File: config.mk
export PLATFORM = sky130hd
export DESIGN_NAME = frame_timer
export DESIGN_NICKNAME = d
export VERILOG_FILES = /design/src/source/frame_timer.sv
export VERILOG_INCLUDE_DIRS = /design/src /design/src/include
export SDC_FILE = /design/constraint.sdc
export NUM_CORES = 1
export LEC_CHECK = 0
export BUFFER_PORTS_ARGS = -buffer_cell sky130_fd_sc_hd__buf_2
export CAP_MARGIN = 20
export CORE_ASPECT_RATIO = 1.5
export CORE_UTILIZATION = 35
export DETAILED_ROUTE_END_ITERATION = 10
export SLEW_MARGIN = 25
export SYNTH_ARGS = -nofsm -noshare
export SYNTH_HDL_FRONTEND = slang
export SYNTH_SLANG_ARGS = --single-unit
File: constraint.sdc
create_clock -name clk -period 2.7 [get_ports clk]
set_clock_uncertainty 0.15 [all_clocks]
set_input_delay 0.675 -clock clk [delete_from_list [all_inputs] [get_ports clk]]
set_output_delay 0.675 -clock clk [all_outputs]
set_load 0.02 [all_outputs]
File: src/include/cgra_settings.svh
`ifndef CGRA_SETTINGS_SVH
`define CGRA_SETTINGS_SVH

// Grid shape, four rows of three PEs.
`define CGRA_ROWS    4
`define CGRA_COLS    3

`define DATA_W       32
`define ADDR_W       8     // Word address into one row memory.
`define ITER_W       8
`define FRAME_CYCLES 8     // Load, six compute steps, store.

`endif
File: src/source/frame_timer.sv
`timescale 1ns/1ps
`include "cgra_settings.svh"

module frame_timer (
    input  logic               clk,
    input  logic               reset,
    input  logic               frame_run,
    input  logic [`ITER_W-1:0] iterations,
    output logic               load_phase,
    output logic               compute_phase,
    output logic               store_phase,
    output logic               frame_end,
    output logic [`ITER_W-1:0] iter_index
);
    localparam int PH_W = $clog2(`FRAME_CYCLES);
    localparam logic [PH_W-1:0] LAST_PH = PH_W'(`FRAME_CYCLES - 1);

    logic [PH_W-1:0]    phase;
    logic [`ITER_W-1:0] iter_total;

    always_ff @(posedge clk) begin
        if (reset || !frame_run) begin
            phase      <= '0;
            iter_index <= '0;
        end else begin
            phase <= (phase == LAST_PH) ? '0 : phase + 1'b1;
            if (phase == LAST_PH) begin
                iter_index <= iter_index + 1'b1;   // Next frame.
            end
        end
    end

    // Count is held from the start edge for the whole run.
    always_ff @(posedge clk) begin
        if (!frame_run) begin
            iter_total <= iterations;
        end
    end

    assign load_phase    = frame_run && (phase == '0);
    assign compute_phase = frame_run && (phase != '0) && (phase != LAST_PH);
    assign store_phase   = frame_run && (phase == LAST_PH);
    assign frame_end     = store_phase && (iter_index == iter_total - 1'b1);

endmodule

==> run_results.csv <==
group,metric,value,unit
run_status,run_status,"finished clean",
worst_setup_path,critPathTopFamily,"simple AND/OR/NAND/NOR gates",
power,power.static_leakage,0.533,nW
route,routed-via-count,838,
hold_path,worstHoldPathCells,1,
timing,post_route_minimum_period,2.70,ns
synthesis,synth.avg_cell_area,10.1,um^2
worst_setup_path,r2r_setup_slack,0.89,ns
worst_setup_path,cpPeakStageDelay,0.40,ns
worst_setup_path,crit_path_frequent_cell,"buf_4",
grt,first_global_vias,810,
floorplan,initial_utilization,37.5,%
cts,cts_hold_buffers,0,
timing,final.setup.worst_slack,0.00377,ns
cells_and_area,finalNetCount,145,
timing,transition_time_at_the_pin_with_the_least_slew_margin,0.410,ns
worst_setup_path,critPathCaptureType,"primary output",
cells_and_area,antenna_cells_inserted,0,
route,route.detailed.drc,0,
synthesis,asyncSetResetFlopFracSynth,0,%
cts,cts_buffers,3,
cells_and_area,final_core_utilization,46.5,%
cts,clkTransAtPathRegs,0.07,ns
floorplan,dieWidth,46.2,um
grt,antenna_found_initial,0,
cts,clock-root-buffer,"clkbuf_8",
synthesis,ys_warn_count,0,
floorplan,die_height,68.3,um
synthesis,synth.ff_latch_count,19,
route,postRouteAntennaNets,0,
grt,grt_util_all_layers,14.7,%
place,io_buffers,22,
timing,fin_crit_sh,99.9,%
grt,grt_util_met2,25.4,%
floorplan,core_area,2730,um^2
grt,grt.met1_usage,16.2,%
worst_setup_path,cp-start-kind,"flip-flop",
power,design_power_total,0.000592,W
cts,cts.path.max_buffers,2,
synthesis,synth_nets,117,
place,detailedPlace.worstSlack,0.0835,ns
synthesis,netlist_instances,101,
worst_setup_path,r2r-start,"phase[0]",
grt,grt_start_max_net_pins,12,
worst_setup_path,rr_worst_depth,6,
timing,report.final.hold_viol_count,0,
worst_setup_path,criticalPathCategory,"flip-flop to primary output",
worst_setup_path,cp.required,1.88,ns
run,drv_cap,0,
hold_path,timing.hold.worst.start,"phase[0]",
worst_setup_path,crit_path_cell_chain,"buf_4, nor3_4, a31oi_1, or3_1, a211oi_2, buf_4",
cts,tritoncts_clock_tree,"done",
floorplan,fp.dieArea,3150,um^2
route,drt-total-wl,1.96,mm
worst_setup_path,crit_buf_inv,2,
power,power.density_cell_area,466,nW/um^2
hold_path,whs_endpoint,"phase[0]",
worst_setup_path,arrival_time_worst_endpoint,1.87,ns
route,drt_iter0_drc,4,
cells_and_area,synthToLayoutAreaGrowth,24.1,%
synthesis,synth-edff-count,8,
synthesis,yosys_most_used_dff,"dfxtp_1",
cts,clock-sinks,19,
timing,max_freq,0.371,GHz
cells_and_area,finalNonFillerCells,165,
place,dp.cells,159,
power,vdd.ir_drop.worst,0.330,mV
cts,worstSkewPairLatency,0.25,ns
timing,timing.slew.headroom,72.7,%
floorplan,io-pin-count,23,
synthesis,post_synth_instance_area,1020,um^2
timing,slew_viol_final,0,
synthesis,ys_seq_area_share,44.9,%
grt,grt_most_used_layer,"met2",
route,vias_per_cell,5.08,
route,detail_route.first_pass.iterations,4,
grt,gr-total-overflow,0,
timing,report.final.setup_viol,0,
cts,cts_max_level,1,
worst_setup_path,timing.rr.end,"iter_index[7]",
grt,use_met3,3.17,%
route,post_drt_wl_per_cell,11.9,um
worst_setup_path,critPathMaxFanout,4,
timing,grt_setup_unrepaired,"yes",
hold_path,holdCritPathClass,"flip-flop to flip-flop",
synthesis,synth.distinct_cells,35,
floorplan,fp-row-count,23,
cells_and_area,share_of_layout_cells_above_drive_strength_1,29.7,%
place,hpwl,1.53,mm
worst_setup_path,worst_path_max_delay_cell,"edfxtp_1",
place,gp_congestion,0.733,
grt,global_route_wire_length_before_repair,3.35,mm
==> registers in the layout, summed over array words and instances (netlist names) <==
| register | flops |
|---|---|
| iter_index | 8 |
| iter_total | 8 |
| phase | 3 |
==> worst reg2reg max path: cells and delay by family, from the launching register on <==
kind / cells / cell delay [ns]
AO/OA/AOI/OAI: 1 / 0.14
AND/OR/NAND/NOR: 2 / 0.61
buffers and inverters: 1 / 0.17
flip-flops: 1 / 0.36
adder cells (fa/ha/maj): 2 / 0.32
==> cells in the mapped netlist (2+ instances only) <==
master    instances  area share, %
nand2_1           5            1.8
o21ai_0           3            1.5
o21ai_1           2           0.98
nand3b_1          2            1.5
edfxtp_1          8             23
nand4_1           3            1.8
nor2_1            8            2.9
xnor2_1           5            4.3
nor3_1            2           0.98
clkbuf_1          2           0.73
a31oi_1           2            1.2
dfxtp_1          11             21
and2_1            2            1.2
inv_1             7            2.6
xor2_1            9            7.7
or3_1             3            1.8
nor3b_1           2            1.5
ha_1              5            6.1
nor2b_1           2            1.2
a21oi_1           3            1.5
==> routing by layer <==
| layer | up-vias | share of wire (%) |
|---|---|---|
| li1 | 414 | - |
| met1 | 399 | 41 |
| met2 | 21 | 53 |
| met3 | 4 | 4.0 |
| met4 | 0 | 2.1 |
| met5 | - | 0 |
==> per-stage QoR <==
step	area [um^2]	TNS (ns)	hold slack [ns]
6_report	1270	0	0.316
5_1_grt	1270	-0.0920	0.330
4_1_cts	1270	-0.0144	0.323
3_5_place_dp	1180	0	0.312
3_3_place_gp	1180	0	0.289
2_1_floorplan	1020	0	0.277
==> placed cells by master, fill, tap and decap left out, types with 2 or more instances in the layout <==
master / netlist / final
nor3_1: 2 / 2
xor2_1: 9 / 9
clkbuf_8: 0 / 3
o21ai_1: 2 / 2
buf_2: 1 / 21
nand4_1: 3 / 3
nor2b_1: 2 / 2
nor2_1: 8 / 8
buf_4: 0 / 6
inv_1: 7 / 5
or3_1: 3 / 3
nand2_1: 5 / 5
dfxtp_1: 11 / 11
nand3b_1: 2 / 2
inv_2: 0 / 2
nor3b_1: 2 / 2
xnor2_1: 5 / 5
and2_1: 2 / 2
edfxtp_1: 8 / 8
a21oi_1: 3 / 3
ha_1: 5 / 4
a31oi_1: 2 / 2
o21ai_0: 3 / 3
==> area by class of cell <==
type                    instances  area [um^2]
fillers                       275         1460
multi-input cells              71          542
flip-flops and latches         19          460
repair buffers                 27          150
well taps                      37         46.3
clock buffers                   3         41.3
inverters                       7         26.3
clock inverters                 1         5.00
==> report_power, final <==
part / switching [W] / internal, W
sequential: 0.0000132 / 0.000312
combinational: 0.0000355 / 0.0000371
clock: 0.0000922 / 0.000102
==> cells by family after synthesis <==
logic type,Yosys count,share of synthesized area (%)
compound gates,14,9.16
xor+xnor,14,12.0
fa+ha+maj,5,6.11
buf+inv,11,4.88
flops,19,44.9
mux,2,2.08
simple gates,36,20.9
==> worst max-delay path by stage <==
stage | startpoint | to | slack, ns | cells past startpoint
6_report | iter_total[0] | frame_end | 0.004 | 6
5_1_grt | iter_total[1] | frame_end | -0.09 | 7
4_1_cts | iter_total[0] | frame_end | -0.01 | 6
3_5_place_dp | iter_total[1] | frame_end | 0.08 | 8
3_3_place_gp | frame_run | frame_end | 0.14 | 6
2_1_floorplan | iter_total[0] | frame_end | 0.04 | 8
==> timing repair <==
item | in CTS | in global routing
setup buffers | 2 | 0
setup endpoints to repair | 1 | 1
gates resized for setup | 7 | 0
pin swaps | 5 | 3
(Power assumes the default switching activity.)
