==> config.mk <==
export PLATFORM = sky130hd
export DESIGN_NAME = run_sequencer
export DESIGN_NICKNAME = d
export VERILOG_FILES = /design/src/source/run_sequencer.sv
export VERILOG_INCLUDE_DIRS = /design/src /design/src/include
export SDC_FILE = /design/constraint.sdc
export NUM_CORES = 1
export LEC_CHECK = 0
export BUFFER_PORTS_ARGS = -buffer_cell sky130_fd_sc_hd__buf_4
export CAP_MARGIN = 10
export CELL_PAD_IN_SITES_DETAIL_PLACEMENT = 2
export CELL_PAD_IN_SITES_GLOBAL_PLACEMENT = 2
export CORE_AREA = 2 2 39 41
export CTS_CLUSTER_SIZE = 28
export DETAILED_ROUTE_END_ITERATION = 10
export DIE_AREA = 0 0 41 43
export PLACE_DENSITY_LB_ADDON = 0.3
export SETUP_SLACK_MARGIN = 0.5
export SKIP_LAST_GASP = 1
export SLEW_MARGIN = 30
export SYNTH_ARGS = -nofsm -noshare
export SYNTH_HDL_FRONTEND = slang
export SYNTH_SLANG_ARGS = --single-unit
export TNS_END_PERCENT = 100
==> constraint.sdc <==
create_clock -name clk -period 1.4 [get_ports clk]
set_input_delay 0.14 -clock clk [delete_from_list [all_inputs] [get_ports clk]]
set_output_delay 0.14 -clock clk [all_outputs]
set_load 0.01 [all_outputs]
==> src/include/cgra_settings.svh <==
`ifndef CGRA_SETTINGS_SVH
`define CGRA_SETTINGS_SVH

// Grid shape, four rows of three PEs.
`define CGRA_ROWS    4
`define CGRA_COLS    3

`define DATA_W       32
`define ADDR_W       8     // Word address into one row memory.
`define ITER_W       8
`define FRAME_CYCLES 8     // Load, six compute steps, store.

`endif
==> src/source/run_sequencer.sv <==
`timescale 1ns/1ps
`include "cgra_settings.svh"

module run_sequencer (
    input  logic               clk,
    input  logic               reset,
    input  logic               start,
    input  logic [`ITER_W-1:0] iterations,
    input  logic               cfg_valid,
    input  logic               frame_end,
    output logic               cfg_en,
    output logic               clear,
    output logic               frame_run,
    output logic               busy,
    output logic               done
);
    typedef enum logic [1:0] {
        IDLE,
        RUN,
        FINISH
    } seq_state_t;

    seq_state_t state;

    always_ff @(posedge clk) begin
        if (reset) begin
            state <= IDLE;
        end else begin
            case (state)
                IDLE: begin
                    if (start) begin
                        // An empty run goes straight to done.
                        state <= (iterations == '0) ? FINISH : RUN;
                    end
                end
                RUN: begin
                    if (frame_end) begin
                        state <= FINISH;
                    end
                end
                FINISH:  state <= IDLE;
                default: state <= IDLE;
            endcase
        end
    end

    // Array state is wiped on the same edge that accepts start.
    assign clear = start && (state == IDLE);

    assign cfg_en    = cfg_valid && (state == IDLE);   // No rewrites mid run.
    assign frame_run = (state == RUN);
    assign busy      = (state == RUN);
    assign done      = (state == FINISH);

endmodule

==> results by stage, run 1 <==
Status:
- The flow ran to the end, and the final reports show no timing, DRC or antenna violations.

STA:
- The actual transition at the worst max-transition pin is 475 ps.
- The number of max-slew violations in the final report was 0.
- Setup violations remaining at the end of the flow were counted as 0.
- In this run the tightest slew margin relative to its limit is 0.680.
- The fraction of the cycle the final worst path needs is 0.799.
- The routed design could run at a clock period as short as 1120 ps.
- Hold timing on the final database bottoms out at a slack of 116 ps.
- Setup total negative slack on the finished layout was measured at 0 ps.
- The setup skew after layout is 6.88 ps.
- Setup repair after global routing could not meet its margin everywhere.
- Based on the critical path, the design can be clocked at up to 894 MHz.
- The number of endpoints with negative hold slack in the final report is 0.

Detailed routing:
- The count of nets left with antenna violations once routing finished came out at 0.
- For this run, design rule violations remaining after detail routing come to 0.
- For this run, the detailed router's first-pass iteration total came to 1.
- After detailed routing, the total wire length is 589 um.
- In the final routed layout, each cell accounts on average for 11.5 um.
- The number of vias per cell after detailed routing is 4.20.
- After the first detailed-routing iteration, the DRC count stood at 0.
- The via count is 214.

Critical path:
- At the worst endpoint, the required time is 1570 ps.
- STA classifies the critical path startpoint as a flop.
- The largest fanout of any net on the critical path is 7.
- The kind of critical path is reg -> reg.
- The data arrival time of the critical path is 1290 ps.
- The kind of capture point of the worst setup path is a flop.

Power and ir drop:
- The fraction of power spent switching nets is 0.267.
- The analysis attributes to net switching a power of 75.1 uW.
- The share of total power dissipated in the clock network is 0.500.
- Of the total power, registers draw 0.235.
- Internal power comes to 206 uW.
- The largest voltage drop on the vdd net is 0.176 mV.
- The reported leakage power is 0.000143 uW.
- In this run the power density over the cells is 882 mW/mm^2.
- The combinational fraction of design power is 0.266.

Layout:
- The register with the most flip-flops in the layout has 2 of them.
- The total of fill cells in the finished design is 166.
- The most frequent standard cell in the layout excluding fill and tap cells is sky130_fd_sc_hd__buf_4.
- More flip-flops sit in one register than any other, and that register is state.
- The number of cells in the finished layout apart from fillers is 51.
- The post-synthesis to final-layout area growth is 130%.
- For this run, the post-layout net count is 50.
- In the final layout, the registers with the most flip-flops are state: 2 flops.
- The repair_antennas step left the layout with diodes totalling 0.
- After routing the design area is 319 sq um.
- The library cells used most frequently in the layout, excluding fill and tap cells, are sky130_fd_sc_hd__buf_4 (15), sky130_fd_sc_hd__clkbuf_4 (3).
- The share of layout cells above drive strength 1 is 0.714.

Die:
- The initial core utilization is 0.100.
- The die covers 0.00176 sq mm.
- After floorplanning, the core was sized to cover 0.00138 sq mm.
- The die width is 41 um.
- The number of placement rows is 14.
- The number of placed I/O pins is 18.
- The die is 43 um tall.

Yosys:
- The share of the synthesized area in compound gates (AO/OA/AOI/OAI) is 0.0991.
- In this run the cell area of the synthesized design comes to 139 sq um.
- Synthesis produced 16 cells.
- Each instance of the synthesized netlist takes up on average 8.68 sq um.
- The count of unique library cells instantiated by Yosys is 12.
- Of the total synthesized cell area, the portion taken by XOR and XNOR cells is 0.
- The synthesized netlist net count is 29.
- For this run, the number of Yosys warnings is 0.
- The share of synthesized area spent on multiplexers is 0.
- In the post-synthesis netlist, the biggest area contributors are sky130_fd_sc_hd__dfxtp_1 (29%), sky130_fd_sc_hd__nor3b_1 (11%), sky130_fd_sc_hd__or4b_4 (9.9%), sky130_fd_sc_hd__nor4_1 (9.0%), sky130_fd_sc_hd__nor4b_1 (6.3%).
- Of the total synthesized cell area, the portion taken by full adders, half adders and majority gates is 0.
- The share of synthesized area in the top cell type comes to 0.288.
- Of the total synthesized cell area, the portion taken by AND, OR, NAND and NOR gates is 0.559.
- The register bit total from synthesis is 2.
- The cell type with the highest aggregate area in the netlist is sky130_fd_sc_hd__dfxtp_1.
- After synthesis, the largest family of logic cells by area is simple AND/OR/NAND/NOR gates.
- The register area share after synthesis is 0.288.

Global route:
- The total global-route track usage is 0.0913.
- Entering global routing, the biggest net connects 8 pins.
- The number of antenna violations at the first check in global routing is 0.
- The first global-routing pass estimated 979 um of wire.
- Global routing finished with a remaining overflow of 0.
- The number of global-route vias before repair is 248.

Placed design:
- The global placer's final weighted congestion is 0.578.
- Summed over all nets, the half-perimeter wirelength after detailed placement is 501 um.
- Once placement completed, the tool counted placed cells totaling 48.
- The instance area after placement is 282 sq um.
- The number of input and output port buffers inserted is 17.

CTS:
- The clock slew at the register clock pins of the worst setup and hold paths is 40 ps.
- Counting along the longest clock path gives a buffer depth of 2.
- The number of hold buffers added after CTS was 0.
- Once the clock tree was built, the setup fixing pass inserted 0 buffers.
- The CTS tree is done.
- The CTS root buffer is sky130_fd_sc_hd__clkbuf_4.
- The insertion delay of the later-clocked pin in the worst-skew pair is 240 ps.
- The tree built by TritonCTS fans out to 2 sinks.
- The TritonCTS buffer count is 3.
- In this run the number of H-tree levels came out at 1.

Worst hold path:
- The min-delay analysis places its worst path in the category in -> reg.

Flow run:
- The max-cap violation count is 0.
## path summary, 6_finish.rpt
path                         startpoint               endpoint  slack [ps]  cells after the start
setup / recovery  state[0]$_SDFFE_PP0P_  state[0]$_SDFFE_PP0P_         280                      3
hold / removal                    reset  state[1]$_SDFFE_PP0P_         120                      2
setup reg to reg  state[0]$_SDFFE_PP0P_  state[0]$_SDFFE_PP0P_         280                      3
hold reg to reg   state[1]$_SDFFE_PP0P_  state[1]$_SDFFE_PP0P_         490                      1
## cell type report
| class | instances | area (sq um) | share of cell area |
|---|---|---|---|
| Tap cell | 16 | 20.0 | 0.0627 |
| Sequential cell | 2 | 45.0 | 0.141 |
| Multi-Input combinational cell | 13 | 96.3 | 0.302 |
| Clock buffer | 3 | 22.5 | 0.0706 |
| Timing Repair Buffer | 17 | 135 | 0.424 |
## synth_stat cells (all sizes together)
master and instances:
dfxtp 2, nor4b 1, or4b 1, nor4 2, or2 1, o32ai 1
nor2b 1, buf 1, nand2 2, a21oi 1, nor3b 2, and2b 1
## kinds of logic after synthesis
family	after synthesis
and+or+nand+nor	11
buffers and inverters	1
DFF	2
AOI/OAI and AO/OA	2
## routing by layer
metal / global-route usage / vias up / part of all wire
met2: 0.144 / 16 / 0.56
met3: 0.0419 / 0 / 0.11
met5: 0 / - / 0
met1: 0.0705 / 99 / 0.33
met4: 0.100 / 0 / 0
li1: - / 99 / -
## critical path, stage by stage (launching register included)
cell and delay [ps]:
sky130_fd_sc_hd__dfxtp_2 330, sky130_fd_sc_hd__or4b_4 520, sky130_fd_sc_hd__a21oi_2 110, sky130_fd_sc_hd__or2_1 90
## power by group through the flow
stage	combinational [uW]	clock (uW)	sequential (uW)
after global routing	82.6	154	67.3
final	74.8	141	66.0
after detailed placement	70.9	0	68.6
after global placement	68.9	0	68.2
after floorplan	26.8	0	67.2
after CTS	76.9	138	66.4
## per-stage QoR
stage           util  total power [uW]  worst slack, ps
2_1_floorplan      -              94.0              316
3_3_place_gp   0.203               137              291
3_5_place_dp   0.203               140              262
4_1_cts        0.231               281              268
5_1_grt        0.231               304              230
6_report       0.231               282              281
## repair_timing
action / in CTS / in global routing
pin swaps: 0 / 0
endpoints found under the setup margin: 7 / 7
gates resized for setup: 5 / 0
No activity file was read; power rests on OpenSTA's default activity.
==> run 2, diff against run 1 <==
- CORE_AREA: 2 2 39 41 -> unset
- CORE_UTILIZATION: unset -> 10
- DIE_AREA: 0 0 41 43 -> unset
- clock period: 1.4 -> 0.9 ns (I/O delays scaled with it)
==> results by stage, run 2 (synthesized netlist as in run 1, its figures left out) <==
Layout:
- The register bank with the most flops is state (unchanged).
- The post-synthesis to final-layout area growth came to 150% (was 130%).
- The number of flip-flops in the largest register is 2 (unchanged).
- The final core utilization is 0.266 (was 0.231).
- The post-layout instance area is 347 sq um (was 319 sq um).
- The number of nets in the finished design is 53 (was 50).
- The number of diodes came to 0 (unchanged).
- Most frequent cells in the layout: sky130_fd_sc_hd__buf_4 (17), sky130_fd_sc_hd__clkbuf_4 (3), sky130_fd_sc_hd__buf_6 (3) (was sky130_fd_sc_hd__buf_4 (15), sky130_fd_sc_hd__clkbuf_4 (3)).
- The most frequent standard cell in the layout excluding fill and tap cells was sky130_fd_sc_hd__buf_4 (unchanged).
- The share of layout cells above drive strength 1 is 0.763 (was 0.714).
- The number of cells in the finished layout apart from fillers is 53 (was 51).
- The area of combinational cells with multiple inputs came to 101 sq um (was 96.3 sq um).
- The total of fill cells in the finished design is 158 (was 166).
- The storage element area is 42.5 sq um (was 45.0 sq um).
- Registers with the highest flip-flop counts: state: 2 flops (unchanged).

Global route:
- The number of global-route vias before repair is 223 (was 248).
- The wire length of the first global-routing pass was 931 um (was 979 um).
- The largest net degree at the start of global routing is 7 (was 8).
- The total global-route track usage came to 0.0957 (was 0.0913).
- The number of antenna violations at the first check in global routing is 0 (unchanged).
- The total congestion overflow came to 0 (unchanged).

CTS:
- The clock tree buffer depth is 2 (unchanged).
- The TritonCTS buffer count came to 3 (unchanged).
- The clock slew at the register clock pins of the worst setup and hold paths was 30 ps (was 40 ps).
- The CTS root buffer is sky130_fd_sc_hd__clkbuf_4 (unchanged).
- The post-CTS setup buffer count is 0 (unchanged).
- The CTS tree is done (unchanged).
- The number of H-tree levels is 1 (unchanged).
- The number of clock sinks is 2 (unchanged).
- The insertion delay of the later-clocked pin in the worst-skew pair is 220 ps (was 240 ps).

Placed design:
- The number of input and output port buffers inserted is 17 (unchanged).
- The global placer's final weighted congestion was 0.701 (was 0.578).
- The final HPWL from detailed placement is 483 um (was 501 um).
- The placement-stage worst setup slack is -211 ps (was 262 ps).
- The cell total after placement is 50 (was 48).
- The instance area after placement is 304 sq um (was 282 sq um).

Detailed routing:
- The average routed wire per standard cell is 11.0 um (was 11.5 um).
- The post-route DRC violation count is 0 (unchanged).
- The remaining antenna violation count is 0 (unchanged).
- The total wire length after detailed routing is 582 um (was 589 um).
- The via count is 211 (was 214).
- The number of vias per cell after detailed routing is 3.98 (was 4.20).
- The number of search-and-repair iterations in the first detailed-routing pass is 2 (was 1).
- The number of DRC markers in iteration 0 is 1 (was 0).

Critical path:
- The data arrival time of the critical path is 1260 ps (was 1290 ps).
- The kind of critical path is reg -> reg (unchanged).
- The largest fanout of any net on the critical path came to 2 (was 7).
- The kind of start point of the critical path is a flop (unchanged).
- The kind of capture point of the worst setup path is a flop (unchanged).
- The required time reported for the critical path endpoint is 1050 ps (was 1570 ps).

Flow run:
- The max-cap violation count is 0 (unchanged).

Status:
- The final reports fail on negative setup slack.
- Status: complete, but fails checks (was complete, no violations).

Die:
- The initial core utilization is 0.107 (was 0.100).
- The die width came to 39.3 um (was 41 um).
- The full die area is 0.00154 sq mm (was 0.00176 sq mm).
- The number of placed I/O pins is 18 (unchanged).
- The y dimension of the die is 39.3 um (was 43 um).
- The number of placement rows is 13 (was 14).
- The core area is 0.00130 sq mm (was 0.00138 sq mm).

STA:
- The number of endpoints with negative hold slack in the final report is 0 (unchanged).
- The fraction of the cycle the final worst path needs was 1.23 (was 0.799).
- The worst slew margin relative to its limit is 0.684 (was 0.680).
- The number of max-slew violations in the final report came to 0 (unchanged).
- The final worst-path setup slack is -203 ps (was 281 ps).
- The final count of negative-setup-slack endpoints is 7 (was 0).
- The time the final worst path needs with I/O delays and setup is 1100 ps (was 1120 ps).
- The actual transition at the worst max-transition pin is 470 ps (was 475 ps).
- The highest attainable clock frequency is 906 MHz (was 894 MHz).
- The setup skew after layout came to 2.45 ps (was 6.88 ps).
- Unrepaired setup endpoints after global routing: yes (unchanged).

Worst hold path:
- The path class of the lowest-slack min-delay path is in -> reg (unchanged).

Power and ir drop:
- The fraction of power spent switching nets is 0.226 (was 0.267).
- The internal power component came to 333 uW (was 206 uW).
- The sequential power share is 0.234 (was 0.235).
- The largest voltage drop on the vdd net is 0.441 mV (was 0.176 mV).
- The cell area power density is 1240 mW/mm^2 (was 882 mW/mm^2).
- The reported leakage power was 0.000162 uW (was 0.000143 uW).
- The power spent charging and discharging nets is 97.3 uW (was 75.1 uW).
- The power share of the clock group was 0.446 (was 0.500).
- The combinational fraction of design power came to 0.320 (was 0.266).
==> run 2: cell types whose count changed in the layout (fill, tap and decap cells not counted) <==
cell | previous run | this run
sky130_fd_sc_hd__buf_4 | 15 | 17
sky130_fd_sc_hd__buf_6 | 2 | 3
sky130_fd_sc_hd__dfxtp_2 | 1 | 2
sky130_fd_sc_hd__dfxtp_4 | 1 | 0
sky130_fd_sc_hd__nor3b_1 | 2 | 1
sky130_fd_sc_hd__nor3b_2 | 0 | 1
==> run 2: final timing paths <==
kind	from	to	slack, ps	cells after the start
worst max-delay path	state[0]$_SDFFE_PP0P_	state[0]$_SDFFE_PP0P_	-200	3
worst min-delay path	frame_end	state[1]$_SDFFE_PP0P_	160	3
worst min register to register	state[0]$_SDFFE_PP0P_	state[1]$_SDFFE_PP0P_	570	2
worst max register to register	state[0]$_SDFFE_PP0P_	state[0]$_SDFFE_PP0P_	-200	3
==> run 2: routing by layer <==
layer	wire [um]	up-vias	share of wire	global-route usage
met1	181	97	0.31	0.0782
met5	0	-	0	0
met2	369	9	0.63	0.204
met3	30	0	0.052	0.0341
met4	0	0	0	0.0259
li1	-	105	-	-
==> run 2: critical path, cell delays in order (launching register included) <==
cell and delay (ps):
sky130_fd_sc_hd__dfxtp_2 310, sky130_fd_sc_hd__or4b_4 520, sky130_fd_sc_hd__a21oi_2 100, sky130_fd_sc_hd__or2_1 110
==> run 2: repair_timing <==
item | CTS | global route
pin swaps | 1 | 1
resized for setup | 4 | 1
setup endpoints to repair | 7 | 7
hold buffers | 0 | 0
==> run 2: final cells by class <==
type | count | area share
Timing Repair Buffer | 20 | 0.466
Multi-Input combinational cell | 13 | 0.292
Sequential cell | 2 | 0.123
Clock buffer | 3 | 0.0650
Tap cell | 15 | 0.0542
==> run 2: stage by stage <==
| stage | total power, uW | setup TNS, ps | hold WS [ps] |
|---|---|---|---|
| finish | 430 | -1230 | 157 |
| global route | 461 | -1570 | 168 |
| CTS | 439 | -1360 | 156 |
| detailed placement | 230 | -377 | 387 |
| global placement | 225 | -311 | 384 |
| floorplan | 150 | -318 | 197 |
==> run 2: power by group through the flow <==
stage	sequential, uW	clock, uW	combinational [uW]
final	101	192	138
after global routing	101	209	151
after CTS	101	200	138
after detailed placement	102	0	128
after global placement	100	0	125
after floorplan	105	0	45.9
